File: src/verilog/launch_delay.sv
module launch_delay #(
  parameter int DELAY = 16 // Replay delay in cycles, at least 2
) (
  input  logic clk,
  input  logic rst,
  input  logic v_in,
  output logic v_out
);

  logic [DELAY-1:0] shift_reg; // One stage per cycle of delay

  always_ff @(posedge clk) begin
    if (rst) begin
      shift_reg <= '0;
    end else begin
      shift_reg <= {shift_reg[DELAY-2:0], v_in}; // Oldest beat moves up
    end
  end

  // Last stage starts replay
  assign v_out = shift_reg[DELAY-1];

endmodule

File: config.mk
export PLATFORM = sky130hd
export DESIGN_NAME = launch_delay
export DESIGN_NICKNAME = d
export VERILOG_FILES = /design/src/verilog/launch_delay.sv
export SDC_FILE = /design/constraint.sdc
export NUM_CORES = 1
export LEC_CHECK = 0
export ABC_CLOCK_PERIOD_IN_PS = 1000
export BUFFER_PORTS_ARGS = -buffer_cell sky130_fd_sc_hd__buf_2
export CORE_AREA = 2 2 39 41
export CTS_BUF_LIST = sky130_fd_sc_hd__clkbuf_16
export CTS_CLUSTER_SIZE = 24
export DETAILED_ROUTE_END_ITERATION = 8
export DIE_AREA = 0 0 41 43
export PLACE_DENSITY = 0.48
export SLEW_MARGIN = 10
export SYNTH_ARGS = -nofsm -noshare
export SYNTH_HDL_FRONTEND = slang
export SYNTH_SLANG_ARGS = --single-unit
File: constraint.sdc
create_clock -name clk -period 1 [get_ports clk]
set_clock_uncertainty 0.15 [all_clocks]
set_input_delay 0.15 -clock clk [delete_from_list [all_inputs] [get_ports clk]]
set_output_delay 0.15 -clock clk [all_outputs]
set_load 0.005 [all_outputs]
* Word-level counts from Yosys, hierarchy flattened
Index checks and enable logic that the tools add are counted. Widths: inputs -> output; s select.
Storage, ports and cells: register bits after elaboration 16, input bits 3, output and inout port bits 1, word-level logic and storage cells 1

* Longest topological paths before layout
depth after elaboration 0, depth in mapped cells 2, mapped depth without buffers 1

* Least setup slack after synthesis
Ideal clock, no wire load.
path kind register -> register, from register shift_reg[12], to register shift_reg[13], setup time 0.116 ns, data arrival time 0.437 ns, required time 0.734 ns, slack 0.298 ns, stages on the path, launching flop included 2, path buffers 0, period minus slack after synthesis 0.702 ns, cell sequence dfxtp_1 and2b_2
RTL lines:
- start, declared | line 10 | logic [DELAY-1:0] shift_reg;
- start signal, assigned | line 16 | shift_reg <= {shift_reg[DELAY-2:0], v_in};
No word-level cell between the ends.

* Final worst setup path
from register shift_reg[15], to output v_out
RTL lines:
- end, declared | line 7 | output logic v_out
No word-level cell between the ends.

==> results.cfg <==
[worst_hold_path]
worst_hold_path.num_cells = 2
min_to = shift_reg[2]
holdCritStartpoint = rst
hold_path_class = in2reg

[clock_tree]
clkSlewWorstSetupHoldPaths_ps = 50
cts.sink_count = 16
clk_path_buf_depth = 2
clk-insertion-delay-late_ps = 240
tritoncts = done
htree_num_levels = 1
number_of_buffers_added_for_setup_after_cts = 0
tritoncts.num_buffers = 3
cts_resized = 0
cts-root-buf = sky130_fd_sc_hd__clkbuf_16

[finish]
area_delta_synth_final_pct = 27.0
final_core_util_pct = 42.6
drive_above_1_share_pct = 46.3
layout_commonest_cell = sky130_fd_sc_hd__dfxtp_1
largest_register_ffs = 16
layout.cells.most_common_list = 16 x sky130_fd_sc_hd__dfxtp_1, 7 x sky130_fd_sc_hd__nor2b_2, 6 x sky130_fd_sc_hd__and2b_2
finalNetCount = 45
post-route-cell-area_um2 = 589
insertedDiodeCount = 0

[sta]
clock.fmax_mhz = 1060
period_needed_ps = 948
slew_violations = 0
worst_max_slew_pin_slew_ps = 125
slew-limit-headroom_pct = 91.7
timing.final.hold_violations = 0
timing.setup.tns_ps = 0
rsz0062_at_grt = no
timing.final.crit_share_pct = 94.8
setup_violations = 0

[setup_path]
critical_path_arrival_ps = 650
crit_path_end_kind = output port
path_max_fanout = 1
worstPathRequired_ps = 700
crit-reg2reg-capture = shift_reg[15]
cp_cell_sequence = buf_2
cp-start-kind = flop
critPathSlowestCell = sky130_fd_sc_hd__dfxtp_1
worstReg2RegStart = shift_reg[14]
cp.buffers_inverters = 1
path_delay_family = flip-flops
worst_path_largest_cell_delay_ps = 290
regToRegSetupSlack_ps = 270
ff2ff_path_depth = 1
timing_worst_setup_path_type = reg2out

[die]
core_area_mm2 = 0.00138
die-width_um = 41
floorplan_row_count = 14
dieArea_mm2 = 0.00176
initial_utilization_pct = 33.5
io_pins = 4
die-height_um = 43

[pwr]
switchingPower_uw = 247
pwr_density_cell_mw_per_mm2 = 2440
power_leakage_uw = 0.000247
power.ir.vdd_worst_v = 0.000997
seq_power_share_pct = 45.0
swShare_pct = 17.2
comb_power_share_pct = 2.0
share_clk_of_total_power_pct = 53.0
int_pwr_uw = 1190

[synth]
sequential_to_total_area_share_from_yosys_stat_pct = 69.0
synth_area_per_cell_um2 = 14.1
synth_area_um2 = 464
synth.yosys.warnings = 0
mappedNetlistNets = 36
syn-instance-count = 33
synth_seq_cells = 16
synth_cell_types = 5

[global_route]
grt_start_max_net_pins = 10
wire_length_of_the_first_global_routing_pass_um = 1020
grt-ovfl-total = 0
antenna_found_initial = 0
first_global_vias = 245
total_grt_usage_pct = 9.83

[place]
place_area_um2 = 495
dp_hpwl_um = 359
io_buffers = 3
finalWeightedCongestion = 0.583

[detailed_routing]
drt_pre_antenna_iters = 1
viasPerCell = 3.89
dr_vias = 222
route.detailed.drc = 0
drt-initial-drc-count = 0
wl_um = 547
routed_wire_length_per_instance_um = 9.60
route.antenna.remaining_nets = 0

[status]
status = complete, no violations

[job]
timing.max_cap.violations = 0
## stage by stage
step,total power [uW],worst slack (ps),instances,hold slack (ps)
after global routing,1490,18.3,57,132
after floorplan,677,298,33,142
after global placement,683,200,52,232
final,1440,52.2,57,113
after CTS,1460,20.9,58,112
after detailed placement,684,181,52,241
## cell usage after synthesis
library cell	number	area share [%]
sky130_fd_sc_hd__and2b_2	6	11
sky130_fd_sc_hd__nor2b_1	3	4.0
sky130_fd_sc_hd__buf_6	1	2.4
sky130_fd_sc_hd__dfxtp_1	16	69
sky130_fd_sc_hd__nor2b_2	7	13
## power groups by stage
stage          registers [uW]  logic [uW]  clock network, uW
2_1_floorplan             659        18.3                  0
3_3_place_gp              659        23.8                  0
3_5_place_dp              659        25.0                  0
4_1_cts                   647        30.8                782
5_1_grt                   646        32.3                810
6_report                  647        28.5                763
## layer usage
metal | track usage [%] | vias up | routed length [um]
met1 | 9.93 | 101 | 242
met5 | 0 | - | 0
li1 | - | 113 | -
met2 | 12.5 | 6 | 253
met3 | 6.28 | 2 | 29
met4 | 10.0 | 0 | 22
## layout make-up
class,instances,area (um2)
Clock buffer,3,75.1
Clock inverter,1,3.75
Fill cell,131,795
Multi-Input combinational cell,16,133
Sequential cell,16,320
Tap cell,16,20.0
Timing Repair Buffer,5,37.5
## worst max-delay path by stage
stage               cells after the start  slack (ps)     startpoint       endpoint
finish                                  1          50  shift_reg[15]          v_out
global route                            1          20  shift_reg[15]          v_out
CTS                                     3          20           v_in   shift_reg[0]
detailed placement                      3         180            rst  shift_reg[11]
global placement                        3         200            rst  shift_reg[12]
floorplan                               1         300  shift_reg[12]  shift_reg[13]
## cell families (layout without fill, tap and decap cells)
family / Yosys count / in the layout / share of synthesized area [%]
simple gates: 16 / 16 / 28.6
buf+inv: 1 / 9 / 2.43
flops: 16 / 16 / 69.0
## repair_timing
action                     4_1_cts  5_1_grt
hold buffers                     2        0
setup endpoints to repair        0        1
hold endpoints to repair         2        0
(Power assumes the default switching activity.)
