`src/verilog/stream_core_pkg.sv`:
```
package stream_core_pkg;

  ////////////////////////////////////////////////////////////////////////////
  // Field sizes
  ////////////////////////////////////////////////////////////////////////////

  localparam int INST_WIDTH     = 36; // Whole instruction word
  localparam int DATA_WIDTH     = 32; // Register and result size
  localparam int REG_ADDR_WIDTH = 3;  // Eight registers
  localparam int IMM_WIDTH      = 29; // Rest of the word after op and rd

  // Codes 7..15 are left undefined and act as nop
  typedef enum logic [3:0] {
    op_nop = 4'd0,
    op_ldi = 4'd1,
    op_add = 4'd2,
    op_sub = 4'd3,
    op_and = 4'd4,
    op_or  = 4'd5,
    op_xor = 4'd6
  } opcode_e;

  ////////////////////////////////////////////////////////////////////////////
  // Instruction word, op and rd sit in the same place in both views
  ////////////////////////////////////////////////////////////////////////////

  typedef union packed {
    struct packed {
      opcode_e                   op;     // [35:32]
      logic [REG_ADDR_WIDTH-1:0] rd;     // [31:29]
      logic [REG_ADDR_WIDTH-1:0] rs1;    // [28:26]
      logic [REG_ADDR_WIDTH-1:0] rs2;    // [25:23]
      logic [22:0]               unused; // Don't care
    } r;
    struct packed {
      opcode_e                   op;
      logic [REG_ADDR_WIDTH-1:0] rd;
      logic [IMM_WIDTH-1:0]      imm;    // Zero-extended on load
    } i;
  } inst_word_u;

endpackage
```
`src/verilog/exec_unit.sv`:
```
module exec_unit
  import stream_core_pkg::*;
(
  input  logic                      clk,
  input  logic                      rst,
  input  logic                      inst_v,
  input  inst_word_u                inst,
  // Register file read side
  output logic [REG_ADDR_WIDTH-1:0] rs1,
  output logic [REG_ADDR_WIDTH-1:0] rs2,
  input  logic [DATA_WIDTH-1:0]     rdata1,
  input  logic [DATA_WIDTH-1:0]     rdata2,
  // Register file write side
  output logic                      we,
  output logic [REG_ADDR_WIDTH-1:0] wa,
  output logic [DATA_WIDTH-1:0]     wd,
  // Result pulse
  output logic                      res_v,
  output logic [REG_ADDR_WIDTH-1:0] res_rd,
  output logic [DATA_WIDTH-1:0]     res_data
);

  logic                  op_ok;  // Opcode writes a register
  logic [DATA_WIDTH-1:0] result;

  ////////////////////////////////////////////////////////////////////////////
  // Decode and ALU
  ////////////////////////////////////////////////////////////////////////////

  // Sources only mean something in the reg view
  assign rs1 = inst.r.rs1;
  assign rs2 = inst.r.rs2;

  always_comb begin
    op_ok  = 1'b1;
    result = '0;
    case (inst.r.op)
      op_ldi:  result = {{(DATA_WIDTH-IMM_WIDTH){1'b0}}, inst.i.imm};
      op_add:  result = rdata1 + rdata2;
      op_sub:  result = rdata1 - rdata2; // Wraps mod 2^32
      op_and:  result = rdata1 & rdata2;
      op_or:   result = rdata1 | rdata2;
      op_xor:  result = rdata1 ^ rdata2;
      default: op_ok  = 1'b0;            // nop and codes 7..15
    endcase
  end

  ////////////////////////////////////////////////////////////////////////////
  // Writeback and result
  ////////////////////////////////////////////////////////////////////////////

  // Write lands on the same edge as the result register
  assign we = inst_v & op_ok;
  assign wa = inst.r.rd;
  assign wd = result;

  always_ff @(posedge clk) begin
    if (rst) begin
      res_v <= 1'b0;
    end else begin
      res_v <= we; // One pulse per executed instruction
    end
  end

  // Payload only, qualified by res_v
  always_ff @(posedge clk) begin
    res_rd   <= wa;
    res_data <= wd;
  end

endmodule

```
`config.mk`:
```
export PLATFORM = sky130hd
export DESIGN_NAME = exec_unit
export DESIGN_NICKNAME = d
export VERILOG_FILES = /design/src/verilog/stream_core_pkg.sv /design/src/verilog/exec_unit.sv
export SDC_FILE = /design/constraint.sdc
export NUM_CORES = 1
export LEC_CHECK = 0
export BUFFER_PORTS_ARGS = -buffer_cell sky130_fd_sc_hd__buf_2
export CORE_ASPECT_RATIO = 2
export CORE_MARGIN = 2
export CORE_UTILIZATION = 52
export CTS_BUF_LIST = sky130_fd_sc_hd__clkbuf_16
export DETAILED_ROUTE_END_ITERATION = 12
export HOLD_SLACK_MARGIN = 0.03
export PLACE_DENSITY = 0.93
export SLEW_MARGIN = 20
export SYNTH_ARGS = -nofsm -noshare
export SYNTH_HDL_FRONTEND = slang
export SYNTH_SLANG_ARGS = --single-unit
```
`constraint.sdc`:
```
create_clock -name clk -period 4.6 [get_ports clk]
set_input_delay 0.23 -clock clk [delete_from_list [all_inputs] [get_ports clk]]
set_output_delay 0.23 -clock clk [all_outputs]
set_load 0.1 [all_outputs]
```
* Word-level counts from Yosys, hierarchy flattened
Cells that the tools add are included.
Operators by class: add/sub/neg operators 2, equal/unequal tests 6, mux-type cells 2, bitwise operators 4, reduce and logical (&&, ||, !) cells 1
Operators with widths (count):
- $pmux W32 S6 | 1
- $add A32 B32 Y32 | 1
- $and A32 B32 Y32 | 1
- $or A32 B32 Y32 | 1
- $sub A32 B32 Y32 | 1
- $xor A32 B32 Y32 | 1
- $eq A4 B3 Y1 const B | 3
- $eq A4 B2 Y1 const B | 2
- $reduce_or A6 Y1 | 1
- $eq A4 B1 Y1 const B | 1
- $and A1 B1 Y1 | 1
- $mux W1 | 1
Storage, ports and cells: register bits 36, logic and storage cells 18

* Longest topological paths before layout
word-level depth 4, depth in mapped cells 18, mapped depth without buffers 17

* Worst setup path after synthesis
Ideal clock, no wire load.
path kind input to register, from input rdata2[1], to register res_data[29], setup time 0.368 ns, arrival 5.243 ns, required time 4.232 ns, path slack -1.011 ns, stages 17, path buffers 1, cells stage by stage inv_1 ha_1 nand3_2 nor3_4 nand3_2 or3_4 o21ai_0 xnor2_1 ha_1 clkbuf_1 a21oi_1 o21ai_0 a21o_1 a21o_1 a21oi_1 o31ai_1 o311ai_1
Between the ends: cells in the longest elaborated chain, start to end 2
Ends and longest elaborated chain:
- start, declared | RTL line exec_unit.sv:12 | input logic [DATA_WIDTH-1:0] rdata2,
- $sub A32 B32 Y32 or $add A32 B32 Y32 (tied branches) | RTL line exec_unit.sv:40, exec_unit.sv:39
- $pmux W32 S6 * | RTL line exec_unit.sv:37 | case (inst.r.op)
- named net wd[29] | RTL line exec_unit.sv:16 | output logic [DATA_WIDTH-1:0] wd,
- end signal, assigned | RTL line exec_unit.sv:68 | res_data <= wd;
- end, declared | RTL line exec_unit.sv:20 | output logic [DATA_WIDTH-1:0] res_data
Mark *: on every way through the listed nets, which the timed path passes. The rest lies on a longest branch. A chain may end at the register's enable or synchronous reset.

* Worst setup path in the final report
from input rdata2[1], to output wd[31]
Between the ends: cells in the longest elaborated chain, start to end 2
Ends and longest elaborated chain (RTL line):
- $sub A32 B32 Y32 or $add A32 B32 Y32 (tied branches) | exec_unit.sv:40, exec_unit.sv:39
- $pmux W32 S6 * | exec_unit.sv:37
- end, declared | exec_unit.sv:16
Mark *: on every way between the ends. The rest lies on a longest branch, timed or not.

==> flow_summary.ini <==
[synthesis]
synth.distinct_cells = 59
synth_top_area_share_pct = 24.0
synth_most_common_cell = ha_1
synth_edf_count = 0
yosys-top-cells-count = ha_1 (96), inv_1 (71), o21ai_0 (69)
synth-seq-area-share_pct = 14.4
ys_warn_count = 0
synthArstFlopShare_pct = 0
synth_area_um2 = 5000
synth-seq-cells = 36
syn_nets = 846
synthTopCellsByArea = ha_1 (24%), dfxtp_1 (14%), xnor2_1 (8.4%), o21ai_0 (6.9%), inv_1 (5.3%)
synth_ff_type = dfxtp_1
synth.avg_cell_area_um2 = 7.74
netlist_instances = 646
yosysTopAreaCell = ha_1

[timing]
relSlewSlack_pct = 40.7
fin_crit_sh_pct = 93.7
timing.setup.tns_ns = 0
fin_ws_ns = 0.292
finalHoldViolations = 0
period_minus_slack_ns = 4.31
max_freq_ghz = 0.232
setup_viol = 0
worst_pin_slew_ns = 0.884
grt_setup_unrepaired = false
slew_viol_final = 0

[power]
vdd_ir_drop_max_v = 0.000217
powerDensity_nw_per_um2 = 297
switching_share_pct = 54.2
netSwitchingPower_uw = 1020
intPower_uw = 860
leakagePower_uw = 0.00328
combPwrFrac_pct = 63.4
seqPwrFrac_pct = 18.7
report.power.total_uw = 1880
clkPwrFrac_pct = 17.8

[final_layout]
drive_above_1_share_pct = 27.2
final_nets = 1009
final_cells = 914
area_growth_pct = 26.4
final_cell_area_um2 = 6320

[floorplan]
fp.dieH_um = 143
die-width_um = 73.3
coreArea_um2 = 9380
start_util_pct = 53.3
rows = 50
ios = 181
dieArea_um2 = 10500

[placement]
place_inst = 906
gp_congestion = 0.935
preCtsSetupSlack_ns = 0.352
hpwl_um = 13000
port_buffers = 180
placed_area_um2 = 6190

[route]
viasPerCell = 6.13
wirelength_um = 15900
via_count = 5607
post_drt_wl_per_cell_um = 17.4
drc_errors = 0
drt-initial-drc-count = 284
ant_nets = 0
dr.pass1.iters = 5

[clock_network]
cts_resized = 0
ctsHoldBuffers = 0
numCtsBuffers = 5
cts_max_level = 2
clock-root-buffer = clkbuf_16
clk_pin_slew_ns = 0.06
cts_tree = done
clock_sinks = 36
cts_setup_buffers = 0
clock_path_buffers = 2

[global_route]
grt_pass1_vias = 5715
antenna_found_initial = 1
grt_overflow = 0
track_usage_pct = 29.8
grt_first_pass_wirelength_um = 24900
grt_max_degree = 25

[worst_setup_path]
critical_path_class = in -> out
end_kind = output port
critPathMaxStageDelay_ns = 0.44
crit_fanout = 7
crit_path_start_kind = primary input
path_cells = buf_2, inv_1, ha_1, nand3_2, nor3_4, nand3_2, or3_4, o21ai_0, xnor2_1, ha_1, a21oi_1, nor2b_1, o21a_1, nor4_1, o41ai_1, a21oi_1, xnor2_1, o21ai_2, buf_2
cp_slowest_cell = buf_2
critPathRequiredTime_ns = 4.37
worst-path-stages = 19
crit_family = simple AND/OR/NAND/NOR gates
cp.arrival_ns = 4.08
crit_buf_inv = 3

[worst_hold_path]
hold_path_depth = 1
hold_path.class = in -> reg

[run]
maxCapViolations = 0

[outcome]
status = finished clean
placed cells by master, fill, tap and decap left out, drive strengths merged, types with 3 or more instances in the layout:
cell type	Yosys	layout
xor2	10	10
nor2b	3	3
a21o	23	23
o31ai	5	5
o21a	3	3
nand3	11	11
inv	71	71
nor4	5	5
nor2	21	21
a221o	4	4
dfxtp	36	36
nand4	8	8
clkbuf	29	5
and2	4	4
nand2	58	58
o41ai	7	7
o21bai	4	4
a21oi	36	36
a31oi	8	8
a221oi	28	28
xnor2	48	48
o211ai	3	3
o21ai	72	72
and3	6	6
buf	9	194
ha	96	96
nor3	9	9
routing by layer:
metal / up-vias / share of wire (%) / global-route usage, %
met5: - / 0 / 0
met4: 0 / 6.9 / 24.0
met3: 94 / 5.8 / 4.45
met2: 270 / 54 / 55.0
met1: 2606 / 33 / 27.5
li1: 2637 / - / -
registers in the layout, indices dropped and copies added, names as in the netlist:
register / cells
res_data: 32
res_rd: 3
res_v: 1
logic make-up (layout without fill, tap and decap cells):
| kind of cell | count (synthesis) | after routing | synth area share [%] |
|---|---|---|---|
| AOI/OAI and AO/OA | 210 | 210 | 28.2 |
| other | 0 | 1 | 0 |
| adders and majority gates | 97 | 97 | 24.4 |
| xor gates and xnor gates | 58 | 58 | 10.2 |
| and+or+nand+nor | 136 | 136 | 13.9 |
| buffers and inverters | 109 | 272 | 8.86 |
| DFF | 36 | 36 | 14.4 |
layout make-up:
class,instances,area (um^2)
multi-input cells,501,3880
fillers,787,3060
repair buffers,194,1190
flip-flops and latches,36,721
inverters,71,267
well taps,104,130
clock buffers,5,125
clock inverters,2,7.51
diodes,1,2.50
power by group through the flow:
stage               registers [uW]  clock network [uW]  logic (uW)
finish                         353                 336        1190
global route                   355                 347        1260
CTS                            353                 339        1190
detailed placement             360                   0        1180
global placement               358                   0        1160
floorplan                      604                   0         658
path summary, 6_finish.rpt:
path	start	to	slack, ns
max	rdata2[1]	wd[31]	0.29
min	inst[30]	res_rd[1]	0.06
per-stage QoR:
stage	utilization (%)	hold WS [ns]
floorplan	-	0.258
global placement	65.9	0.342
detailed placement	65.9	0.348
CTS	67.3	0.0568
global route	67.4	0.0585
finish	67.4	0.0570
(Power assumes the default switching activity.)
