### config.mk
export PLATFORM = sky130hd
export DESIGN_NAME = reg_file
export DESIGN_NICKNAME = d
export VERILOG_FILES = /design/src/verilog/stream_core_pkg.sv /design/src/verilog/reg_file.sv
export SDC_FILE = /design/constraint.sdc
export NUM_CORES = 1
export LEC_CHECK = 0
export BUFFER_PORTS_ARGS = -buffer_cell sky130_fd_sc_hd__clkbuf_2
export CORE_ASPECT_RATIO = 1.4
export CORE_MARGIN = 2
export CORE_UTILIZATION = 35
export DETAILED_ROUTE_END_ITERATION = 16
export PLACE_DENSITY_LB_ADDON = 0.05
export SLEW_MARGIN = 30
export SYNTH_ARGS = -nofsm -noshare
export SYNTH_HDL_FRONTEND = slang
export SYNTH_SLANG_ARGS = --single-unit
### constraint.sdc
create_clock -name clk -period 4 [get_ports clk]
set_input_delay 0.6 -clock clk [delete_from_list [all_inputs] [get_ports clk]]
set_output_delay 0.6 -clock clk [all_outputs]
set_load 0.005 [all_outputs]
### src/verilog/stream_core_pkg.sv
package stream_core_pkg;

  ////////////////////////////////////////////////////////////////////////////
  // Field sizes
  ////////////////////////////////////////////////////////////////////////////

  localparam int INST_WIDTH     = 36; // Whole instruction word
  localparam int DATA_WIDTH     = 32; // Register and result size
  localparam int REG_ADDR_WIDTH = 3;  // Eight registers
  localparam int IMM_WIDTH      = 29; // Rest of the word after op and rd

  // Codes 7..15 are left undefined and act as nop
  typedef enum logic [3:0] {
    op_nop = 4'd0,
    op_ldi = 4'd1,
    op_add = 4'd2,
    op_sub = 4'd3,
    op_and = 4'd4,
    op_or  = 4'd5,
    op_xor = 4'd6
  } opcode_e;

  ////////////////////////////////////////////////////////////////////////////
  // Instruction word, op and rd sit in the same place in both views
  ////////////////////////////////////////////////////////////////////////////

  typedef union packed {
    struct packed {
      opcode_e                   op;     // [35:32]
      logic [REG_ADDR_WIDTH-1:0] rd;     // [31:29]
      logic [REG_ADDR_WIDTH-1:0] rs1;    // [28:26]
      logic [REG_ADDR_WIDTH-1:0] rs2;    // [25:23]
      logic [22:0]               unused; // Don't care
    } r;
    struct packed {
      opcode_e                   op;
      logic [REG_ADDR_WIDTH-1:0] rd;
      logic [IMM_WIDTH-1:0]      imm;    // Zero-extended on load
    } i;
  } inst_word_u;

endpackage
### src/verilog/reg_file.sv
module reg_file
  import stream_core_pkg::*;
(
  input  logic                      clk,
  input  logic                      rst,
  input  logic [REG_ADDR_WIDTH-1:0] rs1,
  input  logic [REG_ADDR_WIDTH-1:0] rs2,
  output logic [DATA_WIDTH-1:0]     rdata1,
  output logic [DATA_WIDTH-1:0]     rdata2,
  input  logic                      we,
  input  logic [REG_ADDR_WIDTH-1:0] wa,
  input  logic [DATA_WIDTH-1:0]     wd
);

  logic [DATA_WIDTH-1:0] regs [2**REG_ADDR_WIDTH];

  // All registers read as zero after reset
  always_ff @(posedge clk) begin
    if (rst) begin
      for (int i = 0; i < 2**REG_ADDR_WIDTH; i++) begin
        regs[i] <= '0;
      end
    end else if (we) begin
      regs[wa] <= wd; // Single write port
    end
  end

  // Async reads, a write shows up on the next cycle
  assign rdata1 = regs[rs1];
  assign rdata2 = regs[rs2];

endmodule

# Yosys cells after proc, flatten, opt, wreduce, memory -nomap -nowiden
# Memories as Yosys holds them, arrays and structs flattened.
# Index checks and enable logic that the tools add are counted.
# W data, S select, Z words.
[word_totals] reg_bits=0 latch_bits=0 ram_bits=256 romBits=0 elab_cells=10 memories=1
[classes] addsub=0 n_mul=0 div_mod_pow=0 n_lt_le_gt_ge=0 n_eq_ne=0 shifts=0 muxes=8 bitwise_logic=0 n_reduce_logical=1
[mem_list] memory="regs" depth=8 width=32 rd=2 rd_clocked_by_memory_dff=0 wr=8 line="reg_file.sv:15" text="logic [DATA_WIDTH-1:0] regs [2**REG_ADDR_WIDTH];"
[op_table] cell="$mux W32" count=1
[op_table] cell="$reduce_or A32 Y1" count=1
[op_table] cell="$mux W1" count=6
[op_table] cell="$mux W3" count=1

# Longest topological paths before layout
# Gate-level depths: netlist (run 1).
[logic_depth] depth_word=5 ltp_mapped=5 ltp_nobuf=2

# Worst setup path before layout (run 1)
# OpenSTA, ideal clock, no wires.
[synth_path] path_type="input to register" from="in wa[1]" to="mem regs[0][0] (enable)" setup_time_ns=0.428 arrival_ns=2.935 t_required_ns=3.572 path_slack_ns=0.637 stages=5 n_path_buf=3 cell_sequence="or3b_1 -> clkbuf_1 -> buf_6 -> buf_6 -> o21bai_1"
[synth_rtl] item="start: declaration" line="reg_file.sv:11" text="input logic [REG_ADDR_WIDTH-1:0] wa,"
[synth_rtl] item="end: declaration" line="reg_file.sv:15"

# Final worst setup path (run 1)
[layout_path] from="in rs2[0]" to="out rdata2[0]"
[layout_via] elab_chain_cells=1
[layout_lines] item="start: declaration" line="reg_file.sv:7" text="input logic [REG_ADDR_WIDTH-1:0] rs2,"
[layout_lines] item="$mem_v2 Z8 W32"
[layout_lines] item="end: declaration" line="reg_file.sv:9" text="output logic [DATA_WIDTH-1:0] rdata2,"
# No other way between the ends.

==> results of run 1 <==
==> worst max path at each step <==
stage / endpoint / start / cells past startpoint / slack, ns
detailed placement: rdata2[0] / rs2[0] / 5 / 0.92
global placement: rdata2[0] / rs2[0] / 5 / 0.94
floorplan: regs[0][0] / wa[1] / 5 / 0.64
finish: rdata2[0] / rs2[0] / 5 / 0.93
global route: rdata2[0] / rs2[0] / 5 / 0.85
CTS: rdata2[0] / rs2[0] / 5 / 0.93
==> power groups by stage <==
stage / registers (mW) / clock network, mW / logic (mW)
floorplan: 3.22 / 0 / 0.570
global placement: 3.24 / 0 / 0.906
detailed placement: 3.26 / 0 / 0.912
CTS: 3.20 / 2.48 / 0.915
global route: 3.22 / 2.58 / 0.958
finish: 3.20 / 2.43 / 0.894
==> worst min-delay path, cell delays in order <==
cell      delay [ns]
clkbuf_2        0.08
clkinv_1        0.13
nor3_1          0.07
==> cell usage in the layout, fill, tap and decap left out, types with 2 or more instances in the layout <==
cell type    n
buf_2        2
mux4_1      80
buf_4       22
clkinv_1    42
clkbuf_16   29
clkbuf_2   103
buf_12       6
nand2b_2     2
clkbuf_1     5
o21bai_4     8
mux2_4       2
mux4_2      48
mux2_2      62
edfxtp_1   256
nor3_1     256
clkinv_2     3
==> routing by layer <==
layer  GRT usage [%]  vias up  share of wire [%]
met3            2.70       38                5.2
met5               0        -                  0
met2            34.4      261                 51
li1                -     3652                  -
met4            4.13        0                1.4
met1            27.1     4526                 42
==> cell usage after synthesis <==
master	n
edfxtp_1	256
clkinv_1	32
buf_6	23
or2_2	1
buf_1	11
mux4_1	80
nor3_1	256
mux2_4	2
nand2_1	1
nand2b_1	2
mux4_2	48
or3b_1	1
buf_2	20
nand3b_1	1
clkbuf_1	39
mux2_2	62
o21bai_1	8
==> through the flow <==
step           util [%]  instances  hold WS [ns]
3_5_place_dp       38.1       1406          1.06
6_report           40.3       1457         0.495
5_1_grt            40.3       1457         0.500
2_1_floorplan         -        843         0.929
3_3_place_gp       38.1       1406          1.05
4_1_cts            40.3       1457         0.476
==> kinds of logic (layout without fill, tap and decap cells) <==
| family | count (synthesis) | count (layout) | synth area share [%] |
|---|---|---|---|
| flip-flops | 256 | 256 | 56.3 |
| buffers and inverters | 125 | 217 | 4.89 |
| AND/OR/NAND/NOR | 262 | 262 | 9.67 |
| AO/OA/AOI/OAI | 8 | 8 | 0.440 |
| multiplexers | 192 | 192 | 28.7 |
==> cell type report <==
type / instances / area [sq um]
Clock buffer: 34 / 744
Clock inverter: 17 / 108
Fill cell: 3650 / 23000
Inverter: 32 / 120
Multi-Input combinational cell: 462 / 5390
Sequential cell: 256 / 7690
Tap cell: 522 / 653
Timing Repair Buffer: 134 / 822
==> metrics.log, run 1 <==
INFO  metric run_status = finished, final reports clean
INFO  metric syn-instance-count = 843
INFO  metric cts_root_buf = clkbuf_16
INFO  metric layout.nets = between 900 and 1,000
INFO  metric dpl_cell_area = around 15,000 sq um
INFO  metric setup_violations = 0
INFO  metric detail_route.first_pass.iterations = 4
INFO  metric design.portCount = 108
INFO  metric maxSlewHeadroom = 36.6%
INFO  metric clock_tree.htree_level_count = 1
INFO  metric cap_viol_max_count = 0
INFO  metric worst-endpoint-arrival = 2.47 ns
INFO  metric place_worst_setup_slack = 0.923 ns
INFO  metric largest_reg_flops = 256
INFO  metric p_clk_share = 37.3%
INFO  metric timing.final.max_slew_violations = 0
INFO  metric critPathRequiredTime = 3.40 ns
INFO  metric timing.critical_path.buf_inv = 3
INFO  metric cp_slowest_cell = mux4_1
INFO  metric power.share.combinational = between 10% and 20%
INFO  metric largest_register = regs
INFO  metric hpwl_after_detailed_placement = 21.3 mm
INFO  metric period_share = 76.8%
INFO  metric dieArea = 40,600 sq um
INFO  metric hold_buffers = 0
INFO  metric switching_share = 24.7%
INFO  metric detailroute.via_count = 8,477
INFO  metric grt_pass1_vias = 9,185
INFO  metric antenna_violating_nets_post_route = 0
INFO  metric critical_path_cell_by_cell = buf_4 -> buf_12 -> mux4_1 -> mux2_2 -> clkbuf_2
INFO  metric antenna_found_initial = 0
INFO  metric final_critical_path_setup_slack = 0.927 ns
INFO  metric critical-path-max-stage-delay = 0.61 ns
INFO  metric std_cell_rows = 85
INFO  metric post_drt_via_cell_ratio = 5.82
INFO  metric die_w = 171 um
INFO  metric die_height = about 240 um
INFO  metric coreArea = between 30,000 and 40,000 sq um
INFO  metric finalSetupTns = 0 ns
INFO  metric seq_area_frac_synth = 56.3%
INFO  metric cts_tree = yes
INFO  metric critPathLaunchType = input pin
INFO  metric netlist.area_leader.share = 56.3%
INFO  metric ys_seq_elements = 256
INFO  metric gpl.final_weighted_congestion = approximately 0.72
INFO  metric hold_end = regs[1][1]
INFO  metric clkTransAtPathRegs = 0.07 ns
INFO  metric reg.largest.list = regs (256)
INFO  metric avgRoutedWirePerCell = 27.4 um
INFO  metric grt_max_degree = ~130
INFO  metric cell_type_group_with_the_largest_total_delay_on_the_critical_path = multiplexers
INFO  metric intPower = 4.91 mW
INFO  metric pwr-share-seq = 49.0%
INFO  metric post_synth_instance_area = 13,600 sq um
INFO  metric cts_max_path_buffers = 3
INFO  metric grt_first_pass_wirelength = roughly 59 mm
INFO  metric post_synthesis_cell_type_count = 17
INFO  metric hold_path_startpoint = wd[1]
INFO  metric cts_resized = 0
INFO  metric synth_area_per_cell = 16.2 sq um
INFO  metric timing.hold.worst_path_depth = 3
INFO  metric hp-class = in -> reg
INFO  metric report.final.hold_viol_count = 0
INFO  metric dominant_cell_type_by_area_after_synthesis = edfxtp_1
INFO  metric clock_buffer_count_from_cts = 28
INFO  metric yosysWarningCount = 0
INFO  metric global_route.usage.total = between 10% and 20%
INFO  metric synth_top_cells_by_area = edfxtp_1 (56%), mux4_1 (15%), nor3_1 (9.4%)
INFO  metric timing.final.crit_period = 3.07 ns
INFO  metric drt_first_iter_violations = approximately 640
INFO  metric place.port_buffers = 107
INFO  metric number_of_diodes = 0
INFO  metric worstSetupPathType = in -> out
INFO  metric final_area = approximately 16,000 sq um
INFO  metric p_leak = 5.10 nW
INFO  metric vdd.ir_drop.worst = 0.266 mV
INFO  metric power.net_switching = 1.61 mW
INFO  metric global_route.overflow_total = 0
INFO  metric numClockSinks = 256
INFO  metric cts_setup_buffers = 0
INFO  metric drt-total-wl = between 30 and 40 mm
INFO  metric worst_slew_pin_slew = 0.950 ns
INFO  metric total_drc_errors_in_the_routed_layout = 0
INFO  metric power-per-cell-area = around 420 nW/um^2
INFO  metric final_layout_size_suffix_gt1_share = between 30% and 40%
INFO  metric crit_fanout = 34
INFO  metric area_growth_syn_to_layout = 13.8%
INFO  metric cp-end-kind = primary output
INFO  metric syn_nets = 887
INFO  metric initial_utilization = 35.4%
INFO  metric max_freq = 0.325 GHz
INFO  metric power = between 6 and 7 mW
INFO  metric grt_setup_unrepaired = no
No activity file was read; power rests on OpenSTA's default activity.
==> run 2, diff against run 1 <==
==> constraint.sdc (replaced) <==
create_clock -name clk -period 3.19 [get_ports clk]
set_input_delay 0.4785 -clock clk [delete_from_list [all_inputs] [get_ports clk]]
set_output_delay 0.4785 -clock clk [all_outputs]
set_load 0.005 [all_outputs]
==> run 2 against run 1 <==
Against the previous run:
- final cell count hardly changed
- combinational power is 30% higher
- utilization is 0.59 points higher
- sequential power is 25% higher
- critical endpoint is now rdata2[1]
- highest routed layer unchanged
==> metrics.log, run 2 (synthesis gave the netlist of run 1 again) <==
INFO  metric clock_tree.htree_level_count = 1 (unchanged)
INFO  metric critical_path_cell_by_cell = buf_4 -> buf_12 -> mux4_1 -> mux2_4 -> clkbuf_2
INFO  metric critical-path-max-stage-delay = 0.59 ns (-0.02 ns)
INFO  metric power = 8.33 mW (+28%)
INFO  metric commonest_cells_after_routing_fill_and_taps_aside = nor3_1 (256), edfxtp_1 (256), clkbuf_2 (103)
INFO  metric crit_fanout = 23 (-32%)
INFO  metric antenna_violating_nets_post_route = 0 (unchanged)
INFO  metric detailroute.via_count = 8,482 (+0.059%)
INFO  metric grt_max_degree = 97 (-25%)
INFO  metric largest_register = regs
INFO  metric cap_viol_max_count = 0 (unchanged)
INFO  metric p_leak = 5.19 nW (+1.6%)
INFO  metric timing.critical_path.buf_inv = 3 (unchanged)
INFO  metric dpl_cell_area = 14,900 sq um (+1.4%)
INFO  metric final_layout_size_suffix_gt1_share = 31.5% (-0.073 points)
INFO  metric numClockSinks = 256 (unchanged)
INFO  metric critPathRequiredTime = 2.71 ns (-0.69 ns)
INFO  metric final_area = 15,800 sq um (+1.5%)
INFO  metric reg.largest.list = regs (256)
INFO  metric detail_route.first_pass.iterations = 5 (+1)
INFO  metric grt_first_pass_wirelength = 59.3 mm (-0.31%)
INFO  metric power-per-cell-area = 529 nW/um^2 (+26%)
INFO  metric timing.final.max_slew_violations = 0 (unchanged)
INFO  metric run_status = finished, final reports clean
INFO  metric die_height = 238 um (unchanged)
INFO  metric cp_slowest_cell = mux4_1
INFO  metric worstSetupPathType = in -> out
INFO  metric post_drt_via_cell_ratio = 5.83 (+0.13%)
INFO  metric period_share = 82.5%
INFO  metric grt_setup_unrepaired = no
INFO  metric cts_setup_buffers = 0 (unchanged)
INFO  metric cts_root_buf = clkbuf_16
INFO  metric cts_max_path_buffers = 3 (unchanged)
INFO  metric drt-total-wl = 39.8 mm (-0.28%)
INFO  metric drt_first_iter_violations = 615 (-4.2%)
INFO  metric global_route.usage.total = 19.9% (-0.065 points)
INFO  metric area_growth_syn_to_layout = 15.5%
INFO  metric avgRoutedWirePerCell = 27.3 um (-0.21%)
INFO  metric gpl.final_weighted_congestion = 0.709 (-1.4%)
INFO  metric clock_buffer_count_from_cts = 27 (-3.6%)
INFO  metric maxSlewHeadroom = 48.6% (+12 points)
INFO  metric grt_pass1_vias = 9,176 (-0.098%)
INFO  metric clkTransAtPathRegs = 0.06 ns (about the same)
INFO  metric hpwl_after_detailed_placement = 21.2 mm (-0.48%)
INFO  metric cts_resized = 0 (unchanged)
INFO  metric timing.final.crit_period = 2.63 ns
INFO  metric design.portCount = 108 (unchanged)
INFO  metric global_route.overflow_total = 0 (unchanged)
INFO  metric place.port_buffers = 107 (unchanged)
INFO  metric initial_utilization = 35.4% (unchanged)
INFO  metric hp-class = in -> reg
INFO  metric vdd.ir_drop.worst = 0.257 mV (-3.2%)
INFO  metric fillerInstances = 3,591 (-1.6%)
INFO  metric total_drc_errors_in_the_routed_layout = 0 (unchanged)
INFO  metric hold_buffers = 0 (unchanged)
INFO  metric largest_reg_flops = 256 (unchanged)
INFO  metric cts_tree = yes
INFO  metric layout.nets = 958 (unchanged)
INFO  metric die_w = 171 um (unchanged)
INFO  metric coreArea = 38,500 sq um (unchanged)
INFO  metric worst-endpoint-arrival = 2.15 ns (-0.32 ns)
INFO  metric cp-end-kind = primary output
INFO  metric number_of_diodes = 0 (unchanged)
INFO  metric dieArea = 40,600 sq um (unchanged)
INFO  metric critPathLaunchType = input pin
INFO  metric worst_slew_pin_slew = 0.770 ns (-0.180 ns)
INFO  metric setup_violations = 0 (unchanged)
INFO  metric max_freq = 0.380 GHz
INFO  metric std_cell_rows = 85 (unchanged)
INFO  metric cell_type_group_with_the_largest_total_delay_on_the_critical_path = multiplexers
INFO  metric report.final.hold_viol_count = 0 (unchanged)
INFO  metric antenna_found_initial = 0 (unchanged)
run 2: cell types whose count changed in the layout (fill, tap and decap cells not counted), sizes merged:
cell      delta
clkinv       -4
bufinv       +3
buf          +1
clkbuf       -1
clkinvlp     +1
inv          -1
run 2: path summary, 6_finish.rpt:
check / to / from / cells past startpoint
setup / recovery: rdata2[1] / rs2[0] / 5
hold / removal: regs[4][11] / wd[11] / 3
run 2: power breakdown:
| part | switching, mW | total [mW] | leakage [nW] | internal, mW |
|---|---|---|---|---|
| Sequential | 0.0944 | 4.01 | 2.45 | 3.92 |
| Combinational | 0.614 | 1.16 | 2.32 | 0.543 |
| Clock | 1.29 | 3.16 | 0.415 | 1.87 |
| Total | 2.00 | 8.33 | 5.19 | 6.33 |
run 2: layout make-up:
type / instances / area [sq um] / share of cell area [%]
sequential: 256 / 7690 / 48.8
multi-input combinational: 462 / 5390 / 34.2
timing repair buffer: 135 / 1030 / 6.51
clock buffer: 33 / 698 / 4.43
tap: 522 / 653 / 4.15
clock inverter: 16 / 178 / 1.13
inverter: 32 / 120 / 0.762
run 2: per-stage QoR:
| step | TNS (ns) | util, % | std cells | hold slack [ns] | setup WS (ns) |
|---|---|---|---|---|---|
| 2_1_floorplan | -6.56 | - | 843 | 0.807 | -0.0513 |
| 3_3_place_gp | 0 | 38.6 | 1407 | 0.929 | 0.571 |
| 3_5_place_dp | 0 | 38.6 | 1407 | 0.937 | 0.536 |
| 4_1_cts | 0 | 40.9 | 1456 | 0.368 | 0.539 |
| 5_1_grt | 0 | 40.9 | 1456 | 0.394 | 0.494 |
| 6_report | 0 | 40.9 | 1456 | 0.388 | 0.559 |
run 2: metal layers:
| layer | vias up | track usage [%] | share of wire [%] |
|---|---|---|---|
| li1 | 3654 | - | - |
| met1 | 4475 | 26.3 | 41 |
| met2 | 305 | 35.2 | 52 |
| met3 | 48 | 2.45 | 5.3 |
| met4 | 0 | 4.42 | 1.7 |
| met5 | - | 0 | 0 |
